### config.mk
export PLATFORM = sky130hd
export DESIGN_NAME = periph_top
export DESIGN_NICKNAME = d
export VERILOG_FILES = /design/src/logic/periph_pkg.sv /design/src/logic/periph_bus_if.sv /design/src/logic/periph_decode.sv /design/src/logic/gpio_port.sv /design/src/logic/edge_counter.sv /design/src/logic/periph_top.sv
export SDC_FILE = /design/constraint.sdc
export NUM_CORES = 1
export LEC_CHECK = 0
export ABC_AREA = 1
export CAP_MARGIN = 20
export CORE_MARGIN = 2
export CORE_UTILIZATION = 40
export CTS_CLUSTER_DIAMETER = 120
export DETAILED_ROUTE_END_ITERATION = 6
export DONT_BUFFER_PORTS = 1
export MAX_ROUTING_LAYER = met4
export PLACE_DENSITY = 0.62
export REMOVE_ABC_BUFFERS = 1
export SYNTH_ARGS = -nofsm -noshare
export SYNTH_HDL_FRONTEND = slang
export SYNTH_HIERARCHICAL = 1
export SYNTH_SLANG_ARGS = --single-unit
### constraint.sdc
create_clock -name clk -period 1.6 [get_ports clk]
set_clock_uncertainty 0.2 [all_clocks]
set_input_delay 0 -clock clk [delete_from_list [all_inputs] [get_ports clk]]
set_output_delay 0 -clock clk [all_outputs]
set_load 0.02 [all_outputs]
### src/logic/periph_pkg.sv
// Peripheral wrapper shared types: address map, slot numbers, access sizes and address views
`default_nettype none

package periph_pkg;

    localparam int PIN_COUNT  = 8;
    localparam int SLOT_COUNT = 16;

    // Slot numbers of the implemented peripherals
    localparam logic [3:0] SLOT_GPIO = 4'd1;
    localparam logic [3:0] SLOT_EDGE = 4'd1;

    // GPIO register offsets, pin n select lives at GPIO_SEL_OFS + 4n
    localparam logic [5:0] GPIO_OUT_OFS = 6'd0;
    localparam logic [5:0] GPIO_IN_OFS  = 6'd4;
    localparam logic [5:0] GPIO_SEL_OFS = 6'd32;

    // Edge counter register offsets
    localparam logic [3:0] EDGE_COUNT_OFS = 4'd0;
    localparam logic [3:0] EDGE_PIN_OFS   = 4'd1;

    // Active-low access size as driven by the core
    typedef enum logic [1:0] {
        SIZE_BYTE = 2'd0,
        SIZE_HALF = 2'd1,
        SIZE_WORD = 2'd2,
        SIZE_IDLE = 2'd3
    } size_n_t;

    // User region: 16 slots of 64 bytes below bit 10
    typedef struct packed {
        logic       region;
        logic [3:0] slot;
        logic [5:0] offset;
    } user_addr_t;

    // Simple region: 16 byte slots of 16 bytes with bit 10 set
    typedef struct packed {
        logic       region;
        logic [1:0] spare;
        logic [3:0] slot;
        logic [3:0] offset;
    } simple_addr_t;

    typedef union packed {
        user_addr_t   user;
        simple_addr_t simple;
    } addr_t;

    // Output pin source, top bit picks the simple region
    typedef struct packed {
        logic       simple;
        logic [3:0] slot;
    } func_sel_t;

endpackage

`default_nettype wire

### src/logic/periph_bus_if.sv
// Peripheral bus between the address decoder and one peripheral slot
`timescale 1ns/1ps
`default_nettype none

interface periph_bus_if
    import periph_pkg::*;
();

    // Decoder to peripheral
    addr_t                addr;
    logic [31:0]          wdata;
    logic                 wr;
    logic                 rd;

    // Peripheral to decoder
    logic [31:0]          rdata;
    logic                 ready;

    // Pin outputs, picked up by the GPIO output mux
    logic [PIN_COUNT-1:0] pins;

    modport decoder (
        output addr,
        output wdata,
        output wr,
        output rd,
        input  rdata,
        input  ready
    );

    modport periph (
        input  addr,
        input  wdata,
        input  wr,
        input  rd,
        output rdata,
        output ready,
        output pins
    );

endinterface

`default_nettype wire

### src/logic/periph_decode.sv
// Address decoder with per-slot strobes, read mux and a held, registered read result
`timescale 1ns/1ps
`default_nettype none

module periph_decode
    import periph_pkg::*;
(
    input  wire               clk,
    input  wire               rst_n,

    input  wire  [10:0]       i_addr,
    input  wire  [31:0]       i_data,
    input  wire  [1:0]        i_data_write_n,
    input  wire  [1:0]        i_data_read_n,
    input  wire               i_data_read_complete,

    output logic [31:0]       o_data,
    output logic              o_data_ready,

    periph_bus_if.decoder     gpio_bus,
    periph_bus_if.decoder     edge_bus
);

    addr_t                 addr;
    size_n_t               wr_size;
    size_n_t               rd_size;
    logic                  write_req;
    logic                  read_req;

    logic [SLOT_COUNT-1:0] user_sel;
    logic [SLOT_COUNT-1:0] simple_sel;

    logic [31:0]           slot_rdata;
    logic                  slot_ready;
    logic                  capture;

    logic                  hold;
    logic                  ready_q;
    logic [31:0]           data_q;

    assign addr    = i_addr;
    assign wr_size = size_n_t'(i_data_write_n);
    assign rd_size = size_n_t'(i_data_read_n);

    assign write_req = (wr_size != SIZE_IDLE);
    assign read_req  = (rd_size != SIZE_IDLE);

    // One-hot slot select within the addressed region
    always_comb begin
        user_sel   = '0;
        simple_sel = '0;
        if (addr.simple.region) begin
            simple_sel[addr.simple.slot] = 1'b1;
        end else begin
            user_sel[addr.user.slot] = 1'b1;
        end
    end

    // Read mux, empty slots return zero and are always ready
    always_comb begin
        slot_rdata = '0;
        slot_ready = 1'b1;
        if (simple_sel[SLOT_EDGE]) begin
            slot_rdata = {24'h0, edge_bus.rdata[7:0]};
            slot_ready = edge_bus.ready;
        end else if (user_sel[SLOT_GPIO]) begin
            slot_rdata = gpio_bus.rdata;
            slot_ready = gpio_bus.ready;
        end
    end

    // Address and write data go to every slot, strobes only to the selected one
    assign gpio_bus.addr  = addr;
    assign gpio_bus.wdata = i_data;
    assign gpio_bus.wr    = write_req && user_sel[SLOT_GPIO];
    // No read strobe while a result is still buffered
    assign gpio_bus.rd    = read_req && !hold && user_sel[SLOT_GPIO];

    assign edge_bus.addr  = addr;
    assign edge_bus.wdata = i_data;
    assign edge_bus.wr    = write_req && simple_sel[SLOT_EDGE];
    assign edge_bus.rd    = read_req && !hold && simple_sel[SLOT_EDGE];

    assign capture = !hold && read_req && slot_ready;

    always_ff @(posedge clk) begin
        if (!rst_n) begin
            hold    <= 1'b0;
            ready_q <= 1'b0;
        end else begin
            if (i_data_read_complete) begin
                hold <= 1'b0;
            end
            if (capture) begin
                hold <= 1'b1;
            end
            ready_q <= read_req && slot_ready;
        end
    end

    // Result held here so the peripheral sees a single-cycle read
    always_ff @(posedge clk) begin
        if (capture) begin
            data_q <= slot_rdata;
        end
    end

    assign o_data       = data_q;
    assign o_data_ready = ready_q || write_req;

    // Buffered result must not move before the core completes the read
    assert property (@(posedge clk) disable iff (!rst_n)
        hold && !i_data_read_complete |=> $stable(o_data));

    assert property (@(posedge clk) disable iff (!rst_n)
        !(gpio_bus.rd && edge_bus.rd));

endmodule

`default_nettype wire

### src/logic/gpio_port.sv
// GPIO peripheral with output register, input read-back, pin function selects and output mux
`timescale 1ns/1ps
`default_nettype none

module gpio_port
    import periph_pkg::*;
(
    input  wire                  clk,
    input  wire                  rst_n,

    input  wire  [PIN_COUNT-1:0] i_ui_in,
    input  wire  [PIN_COUNT-1:0] i_edge_pins,
    output logic [PIN_COUNT-1:0] o_uo_out,

    periph_bus_if.periph         bus
);

    // Selects sit at 32 + 4n, word aligned
    localparam logic [5:0] SEL_MASK = 6'b100011;

    // Every pin starts on the GPIO output register
    localparam func_sel_t SEL_RESET = '{simple: 1'b0, slot: SLOT_GPIO};

    logic [5:0]           offset;
    logic                 sel_hit;
    logic [2:0]           sel_idx;

    logic [PIN_COUNT-1:0] gpio_out;
    func_sel_t            sel_q [PIN_COUNT];

    assign offset  = bus.addr.user.offset;
    assign sel_hit = ((offset & SEL_MASK) == GPIO_SEL_OFS);
    assign sel_idx = offset[4:2];

    always_ff @(posedge clk) begin
        if (!rst_n) begin
            gpio_out <= '0;
            for (int i = 0; i < PIN_COUNT; i++) begin
                sel_q[i] <= SEL_RESET;
            end
        end else if (bus.wr) begin
            if (offset == GPIO_OUT_OFS) begin
                gpio_out <= bus.wdata[PIN_COUNT-1:0];
            end
            if (sel_hit) begin
                sel_q[sel_idx] <= func_sel_t'(bus.wdata[4:0]);
            end
        end
    end

    // Register read-back
    always_comb begin
        bus.rdata = '0;
        if (offset == GPIO_OUT_OFS) begin
            bus.rdata = {{(32-PIN_COUNT){1'b0}}, gpio_out};
        end else if (offset == GPIO_IN_OFS) begin
            bus.rdata = {{(32-PIN_COUNT){1'b0}}, i_ui_in};
        end else if (sel_hit) begin
            bus.rdata = {27'h0, sel_q[sel_idx]};
        end
    end

    assign bus.ready = 1'b1;
    assign bus.pins  = gpio_out;

    // Each pin takes the bit of its own index from the source its select names
    always_comb begin
        func_sel_t sel;
        o_uo_out = '0;
        for (int i = 0; i < PIN_COUNT; i++) begin
            sel = sel_q[i];
            if (!sel.simple && sel.slot == SLOT_GPIO) begin
                o_uo_out[i] = bus.pins[i];
            end else if (sel.simple && sel.slot == SLOT_EDGE) begin
                o_uo_out[i] = i_edge_pins[i];
            end
        end
    end

    // A select write shows up on the read path from the next cycle on
    assert property (@(posedge clk) disable iff (!rst_n)
        bus.wr && sel_hit |=>
            (offset != $past(offset)) || (bus.rdata == {27'h0, $past(bus.wdata[4:0])}));

endmodule

`default_nettype wire

### src/logic/edge_counter.sv
// Byte peripheral counting rising edges on one selectable input pin
`timescale 1ns/1ps
`default_nettype none

module edge_counter
    import periph_pkg::*;
#(
    parameter int SYNC_STAGES = 2
)
(
    input  wire                  clk,
    input  wire                  rst_n,

    input  wire  [PIN_COUNT-1:0] i_ui_in,

    periph_bus_if.periph         bus
);

    logic [3:0]             offset;
    logic [7:0]             wbyte;

    logic [2:0]             pin_sel;
    logic [SYNC_STAGES-1:0] sync_q;
    logic                   sync_out;
    logic                   prev_q;
    logic                   rise;
    logic [7:0]             count;

    assign offset = bus.addr.simple.offset;
    assign wbyte  = bus.wdata[7:0];

    // Input sync chain, then one flop for the edge compare
    assign sync_out = sync_q[SYNC_STAGES-1];
    assign rise     = sync_out && !prev_q;

    always_ff @(posedge clk) begin
        if (!rst_n) begin
            pin_sel <= '0;
            sync_q  <= '0;
            prev_q  <= 1'b0;
            count   <= '0;
        end else begin
            sync_q <= (sync_q << 1) | SYNC_STAGES'(i_ui_in[pin_sel]);
            prev_q <= sync_out;

            // Any write to the count clears it, wins over a new edge
            if (bus.wr && offset == EDGE_COUNT_OFS) begin
                count <= '0;
            end else if (rise) begin
                count <= count + 8'd1;
            end

            if (bus.wr && offset == EDGE_PIN_OFS) begin
                pin_sel <= wbyte[2:0];
            end
        end
    end

    always_comb begin
        bus.rdata = '0;
        if (offset == EDGE_COUNT_OFS) begin
            bus.rdata = {24'h0, count};
        end else if (offset == EDGE_PIN_OFS) begin
            bus.rdata = {29'h0, pin_sel};
        end
    end

    assign bus.ready = 1'b1;
    assign bus.pins  = count;

endmodule

`default_nettype wire

### src/logic/periph_top.sv
// Peripheral wrapper top level joining the decoder, the GPIO port and the edge counter
`timescale 1ns/1ps
`default_nettype none

module periph_top
    import periph_pkg::*;
#(
    parameter int SYNC_STAGES = 2
)
(
    input  wire                  clk,
    input  wire                  rst_n,

    input  wire  [PIN_COUNT-1:0] i_ui_in,
    output logic [PIN_COUNT-1:0] o_uo_out,

    input  wire  [10:0]          i_addr,
    input  wire  [31:0]          i_data,
    input  wire  [1:0]           i_data_write_n,
    input  wire  [1:0]           i_data_read_n,
    input  wire                  i_data_read_complete,

    output logic [31:0]          o_data,
    output logic                 o_data_ready
);

    // One bus per implemented peripheral
    periph_bus_if gpio_bus ();
    periph_bus_if edge_bus ();

    periph_decode u_decode (
        .clk                  (clk),
        .rst_n                (rst_n),
        .i_addr               (i_addr),
        .i_data               (i_data),
        .i_data_write_n       (i_data_write_n),
        .i_data_read_n        (i_data_read_n),
        .i_data_read_complete (i_data_read_complete),
        .o_data               (o_data),
        .o_data_ready         (o_data_ready),
        .gpio_bus             (gpio_bus.decoder),
        .edge_bus             (edge_bus.decoder)
    );

    // User slot 1
    gpio_port u_gpio (
        .clk         (clk),
        .rst_n       (rst_n),
        .i_ui_in     (i_ui_in),
        .i_edge_pins (edge_bus.pins),
        .o_uo_out    (o_uo_out),
        .bus         (gpio_bus.periph)
    );

    // Simple slot 1
    edge_counter #(
        .SYNC_STAGES (SYNC_STAGES)
    ) u_edge (
        .clk     (clk),
        .rst_n   (rst_n),
        .i_ui_in (i_ui_in),
        .bus     (edge_bus.periph)
    );

endmodule

`default_nettype wire

==> flow_metrics.py <==
metrics = {
    "grt": {
        "grt.busiest_layer": "met2",
        "grt_first_pass_wirelength_um": 19400,
        "antenna_found_initial": 0,
        "grt_util_met2_pct": 29.4,
        "first_global_vias": 3924,
        "grt_max_degree": 33,
        "use_met3_pct": 4.92,
        "use_met1_pct": 22.0,
        "grt_usage_pct": 18.2,
        "grt_overflow": 0,
    },
    "pwr": {
        "seqPwrFrac_pct": 53.8,
        "power_frac_clock_pct": 38.7,
        "combPwrFrac_pct": 7.5,
        "switching_share_pct": 23.4,
        "intPower_w": 0.00422,
        "peakVddDrop_mv": 0.926,
        "power.density_nw_per_um2": 888,
        "p_switching_w": 0.00129,
        "p_leak_nw": 2.58,
    },
    "place": {
        "dpl.cell_count": 782,
        "dp_hpwl_um": 8660,
        "post-place-ws_ns": -0.0373,
        "globalplace.congestion": 0.865,
        "io_buffers": 0,
    },
    "timing": {
        "period_minus_slack_ns": 1.66,
        "drv_slew": 0,
        "whs_ns": -0.409,
        "setup_ws_ns": -0.0640,
        "setup_violations": 1,
        "max_freq_ghz": 0.601,
        "finalCritPeriodShare_pct": 104,
        "rsz0062_at_grt": "yes",
        "finalHoldViolCount": 56,
    },
    "clocking": {
        "cts_tree": "yes",
        "clk_latency_ns": 0.35,
        "cts_buffers": 9,
        "clock_path_buffers": 2,
        "cts-root-buf": "clkbuf_16",
        "cts_sinks": 96,
        "htree_levels": 3,
        "clk_pin_slew_ns": 0.06,
    },
    "finish": {
        "layout-drive-gt1-share_pct": 13.5,
        "fin_cells": 851,
        "fillCellCount": 1218,
        "area_delta_synth_final_pct": 18.4,
        "finish.utilization_pct": 48.7,
        "diodes": 0,
        "mostFrequentLayoutCells": "nand2_1, inv_1, nor2_1, edfxtp_1, dlygate4sd3_1",
        "fin_nets": 733,
        "mostFrequentLayoutCell": "nand2_1",
    },
    "die": {
        "row_count": 41,
        "die-area_um2": 14000,
        "initial_core_util_pct": 41.2,
        "die_x_um": 118,
        "coreArea_um2": 12700,
        "die_h_um": 118,
        "ioPinCount": 99,
    },
    "critical_path": {
        "cp_max_fo": 2,
        "rr_startpoint": "u_gpio/sel_q[3][3]$_SDFFCE_PN0P_",
        "ff2ff_setup_slack_ns": 0.05,
        "cp.arrival_ns": 1.46,
        "start_kind": "flip-flop",
        "r2r_cells": 8,
        "critical_path_required_ns": 1.40,
        "r2r-end": "u_decode/o_data[3]$_DFFE_PP_",
        "end_kind": "output pin",
        "critical_path_class": "flip-flop to output pin",
        "cp-startpoint": "u_gpio/sel_q[5][4]$_SDFFCE_PN0P_",
    },
    "routing": {
        "ant_nets": 0,
        "wl_per_cell_um": 14.4,
        "drc": 1,
        "viasPerCell": 4.75,
        "dr.pass1.iters": 7,
        "drt_iter0_markers": 292,
        "vias": 4046,
        "routed_wl_um": 12200,
    },
    "outcome": {
        "failed_checks": "design-rule violations, negative hold slack, negative setup slack",
        "status": "finished, violations left",
    },
    "worst_hold_path": {
        "min_to": "u_edge/sync_q[0]$_SDFF_PN0_",
        "hold_start": "rst_n",
        "hold_class": "primary input to flip-flop",
        "hold_depth": 2,
    },
    "logic_synthesis": {
        "syn_area_um2": 5240,
        "synthCells": 621,
        "synth_warnings": 6,
        "syn_avg_cell_area_um2": 8.43,
    },
    "run": {
        "cap_violations": 0,
    },
}
## cell type report
type	instances	area, µm²	share of cell area (%)
repair buffers	76	708	11.4
multi-input cells	382	1930	31.1
clock buffers	13	250	4.04
clock inverters	3	41.3	0.666
flip-flops and latches	96	2640	42.6
inverters	109	413	6.66
well taps	172	215	3.47
## sequential cells by signal, summed over array words and instances (netlist names)
register,cells
u_edge/sync_q,2
u_edge/pin_sel,3
u_gpio/bus.pins,8
u_gpio/sel_q,40
u_edge/bus.pins,8
u_decode/o_data,32
u_decode/ready_q,1
u_decode/hold,1
u_edge/prev_q,1
## per-layer routing
metal  part of all wire (%)  routed length (µm)
met1                     43                5270
met2                     49                5980
met3                    6.5                 790
met4                    1.6                 199
met5                      0                   0
## what timing repair did
item	in CTS	in global routing
cloned	0	0
pin swaps	0	11
gates resized for setup	3	17
endpoints found under the setup margin	3	24
setup buffers	0	4
hold buffers	47	3
endpoints found under the hold margin	113	59
## critical path: stages, from the launching register on
cell and delay (ns):
edfxtp_1 0.48, mux2i_1 0.22, nor4_2 0.22, buf_4 0.20
## per-stage QoR
stage               area (µm²)  setup TNS [ns]  power [W]  hold WS, ns
CTS                       6090         -0.0449    0.00553       -0.425
global placement          5310         -0.0789    0.00332      -0.0955
floorplan                 4910          -12.43    0.00323       -0.107
global route              6200          -0.115    0.00568       -0.422
detailed placement        5310          -0.996    0.00333      -0.0880
finish                    6200         -0.0640    0.00550       -0.409
## power by group through the flow
| stage | Clock [W] | Sequential (W) | Combinational [W] |
|---|---|---|---|
| after global placement | 0 | 0.00301 | 0.000313 |
| after floorplan | 0 | 0.00299 | 0.000238 |
| after global routing | 0.00226 | 0.00297 | 0.000459 |
| final | 0.00213 | 0.00296 | 0.000413 |
| after CTS | 0.00217 | 0.00296 | 0.000399 |
| after detailed placement | 0 | 0.00301 | 0.000320 |
## worst max path at each step
stage	slack (ns)	cells after the start	to
finish	-0.06	3	o_uo_out[5]
global route	-0.05	3	o_uo_out[4]
CTS	-0.02	3	o_uo_out[5]
detailed placement	-0.04	8	u_gpio/sel_q[5][2]$_SDFFCE_PN0P_
global placement	-0.009	8	u_gpio/sel_q[1][3]$_SDFFCE_PN0P_
floorplan	-0.23	7	u_gpio/sel_q[1][0]$_SDFFCE_PN1P_
Power figures use the tool's default switching activity.
